$ cat src/hw/soc_mmap_defines.svh
`ifndef SOC_MMAP_DEFINES_SVH
`define SOC_MMAP_DEFINES_SVH

// Top address byte of each region
`define NATV_IP_START 8'h10
`define CUST_IP_START 8'h20
`define SRAM_START    8'h30

// SRAM word address width, 1024 words
`define SRAM_AW 10

// Timer register byte offsets
`define TMR_CTRL 4'h0
`define TMR_CNT  4'h4
`define TMR_CMP  4'h8
`define TMR_STAT 4'hC

// GPIO register offsets on the APB side
`define GPIO_OUT 12'h000
`define GPIO_IN  12'h004

// Number of GPIO pins
`define GPIO_W 8

`endif

$ cat src/hw/nmi_pkg.sv
package nmi_pkg;

  // Native request, a zero wstrb marks a read
  typedef struct packed {
    logic        valid;
    logic [31:0] addr;
    logic [31:0] wdata;
    logic [3:0]  wstrb;
  } nmi_req_t;

  // Native response
  typedef struct packed {
    logic        ready;
    logic [31:0] rdata;
  } nmi_rsp_t;

endpackage

$ cat src/hw/bus.sv
`timescale 1ns/1ps

`include "soc_mmap_defines.svh"

module bus (
  input  logic              clk_i,
  input  logic              rst_n_i,
  input  nmi_pkg::nmi_req_t core_req_i,
  output nmi_pkg::nmi_rsp_t core_rsp_o,
  output nmi_pkg::nmi_req_t ram_req_o,
  input  nmi_pkg::nmi_rsp_t ram_rsp_i,
  output nmi_pkg::nmi_req_t natv_req_o,
  input  nmi_pkg::nmi_rsp_t natv_rsp_i,
  output nmi_pkg::nmi_req_t apb_req_o,
  input  nmi_pkg::nmi_rsp_t apb_rsp_i
);

  // Clock and reset only mirror the other targets, the decode is combinational
  logic ram_sel;
  logic natv_sel;
  logic apb_sel;
  logic ram_ack;
  logic natv_ack;
  logic apb_ack;

  assign ram_sel  = core_req_i.addr[31:24] == `SRAM_START;
  assign natv_sel = core_req_i.addr[31:24] == `NATV_IP_START;
  assign apb_sel  = core_req_i.addr[31:24] == `CUST_IP_START;

  // Each target sees the full request, valid only when selected
  always_comb begin
    ram_req_o        = core_req_i;
    ram_req_o.valid  = core_req_i.valid & ram_sel;
    natv_req_o       = core_req_i;
    natv_req_o.valid = core_req_i.valid & natv_sel;
    apb_req_o        = core_req_i;
    apb_req_o.valid  = core_req_i.valid & apb_sel;
  end

  assign ram_ack  = ram_req_o.valid & ram_rsp_i.ready;
  assign natv_ack = natv_req_o.valid & natv_rsp_i.ready;
  assign apb_ack  = apb_req_o.valid & apb_rsp_i.ready;

  // Unmapped addresses select nothing and never see ready
  always_comb begin
    core_rsp_o.ready = ram_ack | natv_ack | apb_ack;
    if (ram_ack) begin
      core_rsp_o.rdata = ram_rsp_i.rdata;
    end else if (natv_ack) begin
      core_rsp_o.rdata = natv_rsp_i.rdata;
    end else if (apb_ack) begin
      core_rsp_o.rdata = apb_rsp_i.rdata;
    end else begin
      core_rsp_o.rdata = '0;
    end
  end

endmodule

$ cat config.mk
export PLATFORM = sky130hd
export DESIGN_NAME = bus
export DESIGN_NICKNAME = d
export VERILOG_FILES = /design/src/hw/nmi_pkg.sv /design/src/hw/bus.sv
export VERILOG_INCLUDE_DIRS = /design/src /design/src/hw
export SDC_FILE = /design/constraint.sdc
export NUM_CORES = 1
export LEC_CHECK = 0
export ABC_CLOCK_PERIOD_IN_PS = 2000
export BUFFER_PORTS_ARGS = -buffer_cell sky130_fd_sc_hd__buf_4
export CORE_AREA = 2 2 161 163
export DETAILED_ROUTE_END_ITERATION = 6
export DIE_AREA = 0 0 163 165
export PLACE_DENSITY = 0.46
export SLEW_MARGIN = 15
export SYNTH_ARGS = -nofsm -noshare
export SYNTH_HDL_FRONTEND = slang
export SYNTH_SLANG_ARGS = --single-unit
$ cat constraint.sdc
create_clock -name vclk -period 2
set_input_delay 0.5 -clock vclk [all_inputs]
set_output_delay 0.5 -clock vclk [all_outputs]
set_load 0.02 [all_outputs]
# Word level (Yosys, flattened, before mapping)
# Cells that the tools add are included.
# op_classes
n_eq_ne	3
reduce_logical	0
bitwise	8
muxes	3
n_div	0
shift	0
addsub	0
n_lt_le_gt_ge	0
mul	0
# ops
cell	n
$mux 32	3
$eq 8x6->1 const B	2
$eq 8x5->1 const B	1
$and 1x1->1	6
$or 1x1->1	2
# totals
mem_bits_rw	0
wordCells	14
rom_bits	0
latchBits	0
register_bits	0
memories	0
output_inout_bits	240

# Logic depth before layout (Yosys ltp)
# Gate-level depths: netlist of the first run.
# depth
depth_word	6
ltp_mapped	5
depth_no_buf	3

# Worst setup path before layout of the first run
# OpenSTA, ideal clock, no wires.
# synth_path
path_kind	input -> output
from	input core_req_i[61] (netlist bit)
to	output core_rsp_o[0] (netlist bit)
stages	5
arrival_time_ns	1.638
required_time_ns	1.500
n_path_buf	2
slack_ns	-0.138
cell_sequence	nor4_4 > buf_4 > buf_2 > nand4_1 > a2bb2oi_1
# synth_rtl
element	line_no	rtl
start: declaration	bus.sv:8	input nmi_pkg::nmi_req_t core_req_i,
end: declaration	bus.sv:9	output nmi_pkg::nmi_rsp_t core_rsp_o,

==> results of run 1 <==
[cells by family after synthesis]
family / count (synthesis) / synth area share [%]
AOI/OAI and AO/OA: 66 / 17.9
buffers and inverters: 239 / 56.7
and+or+nand+nor: 106 / 25.4
[routing by layer]
layer / part of all wire [%] / vias to the layer above / global-route usage, %
met5: 0 / - / 0
met4: 3.4 / 0 / 2.61
met3: 11 / 57 / 3.06
met2: 50 / 203 / 16.0
met1: 35 / 1152 / 8.93
li1: - / 1189 / -
[final cells by class]
cell class,instances,area (um^2)
multi-input cells,172,1670
well taps,330,413
fillers,2861,20900
inverters,1,3.75
repair buffers,216,2030
[final timing paths]
check                        to  slack [ps]  depth (start not counted)            from
hold / removal     apb_req_o[2]        1000                          0   core_req_i[2]
setup / recovery  core_rsp_o[8]        -330                          7  core_req_i[61]
[Yosys cell counts, drive strengths merged, types with 2 or more instances]
| cell | number | share of area, % |
|---|---|---|
| nand4 | 32 | 6.7 |
| and3b | 32 | 9.4 |
| nor2 | 2 | 0.25 |
| buf | 223 | 55 |
| and2 | 33 | 6.9 |
| o211ai | 32 | 8.0 |
| a2bb2oi | 32 | 9.4 |
| clkbuf | 15 | 1.9 |
[power by group through the flow]
| stage | Sequential [mW] | Combinational (mW) | Clock, mW |
|---|---|---|---|
| after floorplan | 0 | 0.745 | 0 |
| after global placement | 0 | 0.536 | 0 |
| after detailed placement | 0 | 0.538 | 0 |
| after CTS | 0 | 0.545 | 0 |
| after global routing | 0 | 0.589 | 0 |
| final | 0 | 0.549 | 0 |
[metrics by stage]
stage / worst slack (ps) / cell area (um^2)
floorplan: -97.0 / 3290
global placement: -376 / 3850
detailed placement: -378 / 3850
CTS: -346 / 3980
global route: -372 / 4120
finish: -330 / 4120
[what timing repair did]
| item | CTS | global route |
|---|---|---|
| pin swaps | 1 | 6 |
| gates cloned | 0 | 3 |
| hold buffers | 0 | 0 |
| endpoints found under the setup margin | 36 | 36 |
| setup buffers | 1 | 1 |
| gates resized for setup | 32 | 16 |
| endpoints found under the hold margin | 0 | 0 |
[critical path: stages]
cell and delay, ps:
buf_8 100, nor4_4 350, buf_4 210, clkbuf_16 170, nand4_1 170, a2bb2oi_2 200, buf_6 140
==> flow_metrics.env, run 1 <==
export IMPL_worstPathArrival_ps=1830
export IMPL_drt_iter0_drc=97
export IMPL_timing_max_cap_violations=0
export IMPL_layout_min_cycle_time_ps=2330
export IMPL_relSlewSlack_pct=74.1
export IMPL_status="finished, violations left"
export IMPL_grt_start_max_net_pins=34
export IMPL_area_growth_pct=37.7
export IMPL_wl_per_cell_um=18.3
export IMPL_p_int_mw=0.327
export IMPL_syn_area_um2=2990
export IMPL_vias=2601
export IMPL_rows=58
export IMPL_grt_setup_unrepaired="true"
export IMPL_finalNetCount=561
export IMPL_drive_gt1_share_pct=66.6
export IMPL_grt_first_pass_wirelength_um=17300
export IMPL_fin_util_pct=16.4
export IMPL_switching_power_mw=0.222
export IMPL_pin_count=410
export IMPL_switching_share_pct=40.4
export IMPL_hp_class="in -> out"
export IMPL_finalPower_mw=0.549
export IMPL_leakage_nw=1.73
export IMPL_final_max_slew_violation_count=0
export IMPL_grt_use_total_pct=8.57
export IMPL_crit_type="in -> out"
export IMPL_vdd_drop_max_mv=0.0599
export IMPL_seq_area_frac_synth_pct=0
export IMPL_fmax_mhz=429
export IMPL_min_period_over_period_pct=116
export IMPL_grt_pass1_vias=2725
export IMPL_violations="setup timing"
export IMPL_vias_per_cell=3.62
export IMPL_nFlopsAndLatches=0
export IMPL_synth_distinct_cells=19
export IMPL_synth_nets=581
export IMPL_finalWirelength_um=13200
export IMPL_die_height_um=165
export IMPL_dr_pass1_iters=4
export IMPL_start_util_pct=11.9
export IMPL_place_hpwl_um=10400
export IMPL_finalNonFillerCells=719
export IMPL_most_common_layout_cells="159 x buf_4, 35 x buf_6"
export IMPL_seq_power_share_pct=0
export IMPL_hold_viol_final=0
export IMPL_grt_antenna_before_repair=0
export IMPL_setup_ws_ps=-330
export IMPL_layout_commonest_cell="buf_4"
export IMPL_p_clk_share_pct=0
export IMPL_holdWs_ps=1000
export IMPL_syn_avg_cell_area_um2=7.28
export IMPL_required_ps=1500
export IMPL_grt_overflow=0
export IMPL_io_buffers=168
export IMPL_crit_path_end_kind="output pin"
export IMPL_setup_tns_ps=-9550
export IMPL_n_clock_buffer=0
export IMPL_regArea_um2=0
export IMPL_gp_congestion=0.721
export IMPL_startpoint_type="primary input"
export IMPL_crit_fanout=6
export IMPL_synth_cells=411
export IMPL_worst_pin_slew_ps=387
export IMPL_drc=0
export IMPL_pwr_share_comb_pct=100.0
export IMPL_diodes=0
export IMPL_setup_viol=36
export IMPL_dieArea_um2=26900
export IMPL_powerDensity_nw_per_um2=133
export IMPL_core_region_area_um2=25000
export IMPL_place_inst=714
export IMPL_die_w_um=163
export IMPL_ant_nets=0
export IMPL_synth_warnings=0
(Power assumes the default switching activity.)
==> inputs of run 2 (changes only) <==
- TNS_END_PERCENT: default -> 30
==> run 2 against run 1 <==
Net effect: utilization decreased by 1.1 points; cell area down 6.5%; the flow still finishes with violations (setup timing); critical path type unchanged; maximum frequency down 0.42%; cell count fell by 0.97%; critical endpoint is now core_rsp_o[27]; routed wire length down 4.2%.
==> flow_metrics.env, run 2 (synthesized netlist as in run 1, its figures left out) <==
export IMPL_place_hpwl_um=9930
export IMPL_cpPeakStageDelay_ps=320
export IMPL_die_height_um=165
export IMPL_layout_commonest_cell="buf_4"
export IMPL_grt_antenna_before_repair=2
export IMPL_layout_min_cycle_time_ps=2340
export IMPL_final_max_slew_violation_count=0
export IMPL_grt_setup_unrepaired="true"
export IMPL_setup_ws_ps=-340
export IMPL_crit_path_end_kind="output pin"
export IMPL_grt_pass1_vias=2691
export IMPL_start_util_pct=11.9
export IMPL_min_period_over_period_pct=117
export IMPL_ctsHoldBuffers=0
export IMPL_status="finished, violations left"
export IMPL_wl_per_cell_um=17.7
export IMPL_core_region_area_um2=25000
export IMPL_ant_nets=0
export IMPL_grt_overflow=0
export IMPL_drive_gt1_share_pct=64.0
export IMPL_finalWirelength_um=12600
export IMPL_gp_congestion=0.692
export IMPL_met1Wirelength_um=5120
export IMPL_io_buffers=168
export IMPL_drt_iter0_drc=91
export IMPL_area_growth_pct=28.7
export IMPL_place_inst=706
export IMPL_dr_pass1_iters=4
export IMPL_setup_tns_ps=-9190
export IMPL_rows=58
export IMPL_relSlewSlack_pct=75.0
export IMPL_wl_met2_um=5660
export IMPL_grt_start_max_net_pins=34
export IMPL_regArea_um2=0
export IMPL_crit_type="in -> out"
export IMPL_timing_max_cap_violations=0
export IMPL_worstPathCellList="buf_8 > nor4_4 > buf_12 > buf_12 > buf_4 > o211ai_1 > a2bb2oi_2 > buf_4"
export IMPL_worst_pin_slew_ps=373
export IMPL_vias=2612
export IMPL_nFlopsAndLatches=0
export IMPL_startpoint="core_req_i[62]"
export IMPL_crit_fanout=7
export IMPL_required_ps=1500
export IMPL_drc=0
export IMPL_grt_use_total_pct=8.71
export IMPL_most_common_layout_cells="168 x buf_4, 32 x and3b_1, 32 x o211ai_1, 32 x and2_1, 32 x nand4_1"
export IMPL_fmax_mhz=427
export IMPL_n_clock_buffer=0
export IMPL_leakage_nw=1.64
export IMPL_fillers=2870
export IMPL_grt_first_pass_wirelength_um=17600
export IMPL_finalNonFillerCells=712
export IMPL_pin_count=410
export IMPL_top_layer_used="met4"
export IMPL_cpMaxStageDelayCell="nor4_4"
export IMPL_hp_class="in -> out"
export IMPL_worstPathArrival_ps=1840
export IMPL_vias_per_cell=3.67
export IMPL_startpoint_type="primary input"
export IMPL_dieArea_um2=26900
export IMPL_powerDensity_nw_per_um2=136
export IMPL_finalNetCount=553
export IMPL_setup_viol=36
export IMPL_wl_met3_um=1290
export IMPL_endpoint="core_rsp_o[27]"
export IMPL_violations="setup timing"
export IMPL_die_w_um=163
export IMPL_hold_viol_final=0
export IMPL_vdd_drop_max_mv=0.0509
==> run 2: changes by cell type in the layout (fill, tap and decap cells not counted), moves of 2 or more <==
| cell | before | now |
|---|---|---|
| clkbuf_16 | 2 | 0 |
| buf_12 | 18 | 14 |
| nor2_4 | 2 | 0 |
| buf_4 | 159 | 168 |
| nor2_1 | 0 | 2 |
| a2bb2oi_2 | 23 | 26 |
| buf_6 | 35 | 22 |
| a2bb2oi_4 | 9 | 4 |
| a2bb2oi_1 | 0 | 2 |
==> run 2: cell type report <==
type | count | area (um^2) | area share (%)
Timing Repair Buffer | 208 | 1860 | 48.4
Multi-Input combinational cell | 172 | 1570 | 40.8
Tap cell | 330 | 413 | 10.7
Inverter | 1 | 3.75 | 0.0975
Antenna cell | 1 | 2.50 | 0.0650
==> run 2: metal layers <==
layer  track usage, %  vias up
met5                0        -
met4             3.74        0
met3             2.76       66
met2             14.0      174
met1             10.7     1194
li1                 -     1178
==> run 2: repair_timing <==
item	CTS	global route
resized for setup	29	5
setup buffers	5	0
cloned	1	0
endpoints found under the hold margin	0	0
pin swaps	9	12
setup endpoints to repair	36	36
==> run 2: critical path: cells and delay by family <==
| family | cells | cell delay [ps] |
|---|---|---|
| and+or+nand+nor | 1 | 320 |
| buffers and inverters | 5 | 690 |
| AOI/OAI and AO/OA | 2 | 330 |
==> run 2: power by group <==
part           internal, mW  leakage (nW)     total, mW  switching, mW
Sequential                0             0             0              0
Clock          0.0000000669    0.00000634  0.0000000669              0
Combinational         0.306          1.64         0.525          0.219
Total                 0.306          1.64         0.525          0.219
==> run 2: worst min path at each step <==
stage                     slack [ps]             end      startpoint  cells past startpoint
after CTS                       1000   apb_req_o[52]  core_req_i[52]                      0
after detailed placement        1000   apb_req_o[52]  core_req_i[52]                      0
after floorplan                 1110    apb_req_o[0]   core_req_i[0]                      1
after global routing            1000  natv_req_o[35]  core_req_i[35]                      0
after global placement          1000   apb_req_o[52]  core_req_i[52]                      0
final                           1000   ram_req_o[14]  core_req_i[14]                      0
==> run 2: per-stage QoR <==
| step | power (mW) | util, % | setup WS [ps] | hold WS, ps | area, um^2 |
|---|---|---|---|---|---|
| after detailed placement | 0.518 | 14.5 | -380 | 1000 | 3630 |
| after global placement | 0.516 | 14.5 | -348 | 1000 | 3630 |
| after CTS | 0.537 | 15.4 | -360 | 1000 | 3850 |
| after floorplan | 0.737 | - | -97.0 | 1110 | 3190 |
| final | 0.525 | 15.4 | -340 | 1000 | 3850 |
| after global routing | 0.563 | 15.4 | -397 | 1000 | 3850 |
==> inputs of run 3 (changes only) <==
- SETUP_SLACK_MARGIN: default -> 0.2
==> run 3 against run 2 <==
Net effect: the flow still finishes with violations (setup timing); utilization grew 0.28 points; routed wire length up 1.9%; count of clock-buffer cells in the layout unchanged; largest power group unchanged; flip-flop and latch count unchanged; combinational power is 2% higher; via count is 1.1% lower.
==> flow_metrics.env, run 3 (synthesized netlist as in run 1, its figures left out) <==
export IMPL_drt_iter0_drc=99
export IMPL_wl_per_cell_um=18.0
export IMPL_most_common_layout_cells="195 x buf_4, 32 x and3b_1, 32 x o211ai_1, 32 x and2_1, 32 x nand4_1"
export IMPL_nFlopsAndLatches=0
export IMPL_p_int_mw=0.314
export IMPL_ant_nets=0
export IMPL_switching_share_pct=41.3
export IMPL_pin_count=410
export IMPL_die_height_um=165
export IMPL_die_w_um=163
export IMPL_vdd_drop_max_mv=0.0567
export IMPL_regArea_um2=0
export IMPL_finalNetCount=556
export IMPL_vias=2583
export IMPL_final_max_slew_violation_count=0
export IMPL_powerDensity_nw_per_um2=136
export IMPL_ctsHoldBuffers=0
export IMPL_violations="setup timing"
export IMPL_p_clk_share_pct=0
export IMPL_hp_start="core_req_i[48]"
export IMPL_status="finished, violations left"
export IMPL_dieArea_um2=26900
export IMPL_vias_per_cell=3.62
export IMPL_grt_overflow=0
export IMPL_layout_min_cycle_time_ps=2400
export IMPL_required_ps=1500
export IMPL_grt_start_max_net_pins=34
export IMPL_worstPathArrival_ps=1900
export IMPL_fmax_mhz=417
export IMPL_layout_commonest_cell="buf_4"
export IMPL_crit_type="in -> out"
export IMPL_multi_input_area_um2=1740
export IMPL_setup_ws_ps=-398
export IMPL_hp_class="in -> out"
export IMPL_grt_antenna_before_repair=1
export IMPL_grt_setup_unrepaired="true"
export IMPL_grt_pass1_vias=2576
export IMPL_placed_area_um2=3840
export IMPL_dr_pass1_iters=4
export IMPL_pwr_share_comb_pct=100.0
export IMPL_gp_congestion=0.715
export IMPL_grt_use_total_pct=8.36
export IMPL_io_buffers=168
export IMPL_startpoint_type="primary input"
export IMPL_timing_max_cap_violations=0
export IMPL_grt_first_pass_wirelength_um=16900
export IMPL_holdWs_ps=1000
export IMPL_drc=0
export IMPL_setup_viol=36
export IMPL_hold_viol_final=0
export IMPL_n_clock_buffer=0
export IMPL_finalWirelength_um=12900
export IMPL_crit_fanout=25
export IMPL_min_period_over_period_pct=120
export IMPL_start_util_pct=11.9
export IMPL_rows=58
export IMPL_place_inst=711
export IMPL_leakage_nw=1.64
export IMPL_seq_power_share_pct=0
export IMPL_relSlewSlack_pct=76.0
export IMPL_place_hpwl_um=10200
export IMPL_fillers=2850
export IMPL_drive_gt1_share_pct=66.1
export IMPL_core_region_area_um2=25000
export IMPL_finalNonFillerCells=714
export IMPL_worst_pin_slew_ps=360
export IMPL_crit_path_end_kind="output pin"
export IMPL_whs_endpoint="apb_req_o[48]"
export IMPL_hold_depth=0
export IMPL_switching_power_mw=0.221
export IMPL_diodes=0
export IMPL_finalPower_mw=0.535
export IMPL_dp_worst_setup_slack_ps=-366
export IMPL_area_growth_pct=31.1
export IMPL_postLayoutCellArea_um2=3920
run 3: changes by cell type in the layout (fill, tap and decap cells not counted), moves of 2 or more:
cell,before,now
nor2_1,2,0
a2bb2oi_1,2,0
nor2_2,0,2
buf_6,22,3
clkbuf_16,0,2
buf_4,168,195
a2bb2oi_2,26,16
buf_12,14,11
buf_8,3,0
a2bb2oi_4,4,16
run 3: repair_timing:
action                                  in CTS  in global routing
buffers inserted                             0                  1
resized for setup                            0                  5
endpoints found under the setup margin      36                 36
pin swaps                                    0                  2
cloned                                       0                  2
run 3: per-stage QoR:
stage	utilization, %	setup TNS, ps
2_1_floorplan	-	-308
3_3_place_gp	15.4	-11410
3_5_place_dp	15.4	-11440
4_1_cts	15.4	-11850
5_1_grt	15.7	-14210
6_report	15.7	-12480
run 3: worst max-delay path, stage by stage:
cell	delay, ps
buf_4	130
nor4_4	270
buf_6	180
buf_12	150
nand3_4	80
buf_12	190
a2bb2oi_2	180
buf_4	170
run 3: routing by layer:
metal	GRT usage, %	vias to the layer above	part of all wire (%)
li1	-	1184	-
met1	9.47	1141	38
met2	13.9	198	46
met3	3.82	58	13
met4	2.78	2	3.3
met5	0	-	0.093
run 3: how the worst max path moves through the flow:
stage / end / cells past startpoint / start
final: core_rsp_o[5] / 8 / core_req_i[60]
after global routing: core_rsp_o[5] / 8 / core_req_i[60]
after CTS: core_rsp_o[5] / 7 / core_req_i[61]
after detailed placement: core_rsp_o[5] / 7 / core_req_i[61]
after global placement: core_rsp_o[6] / 7 / core_req_i[61]
after floorplan: core_rsp_o[15] / 5 / core_req_i[61]
run 3: cell type report:
class,count,area share [%]
Tap cell,330,10.5
Inverter,1,0.0958
Multi-Input combinational cell,172,44.3
Timing Repair Buffer,211,45.1
run 3: power groups by stage:
| stage | logic (mW) | clock network, mW | registers [mW] |
|---|---|---|---|
| final | 0.535 | 0 | 0 |
| after global routing | 0.574 | 0 | 0 |
| after CTS | 0.536 | 0 | 0 |
| after detailed placement | 0.535 | 0 | 0 |
| after global placement | 0.533 | 0 | 0 |
| after floorplan | 0.752 | 0 | 0 |
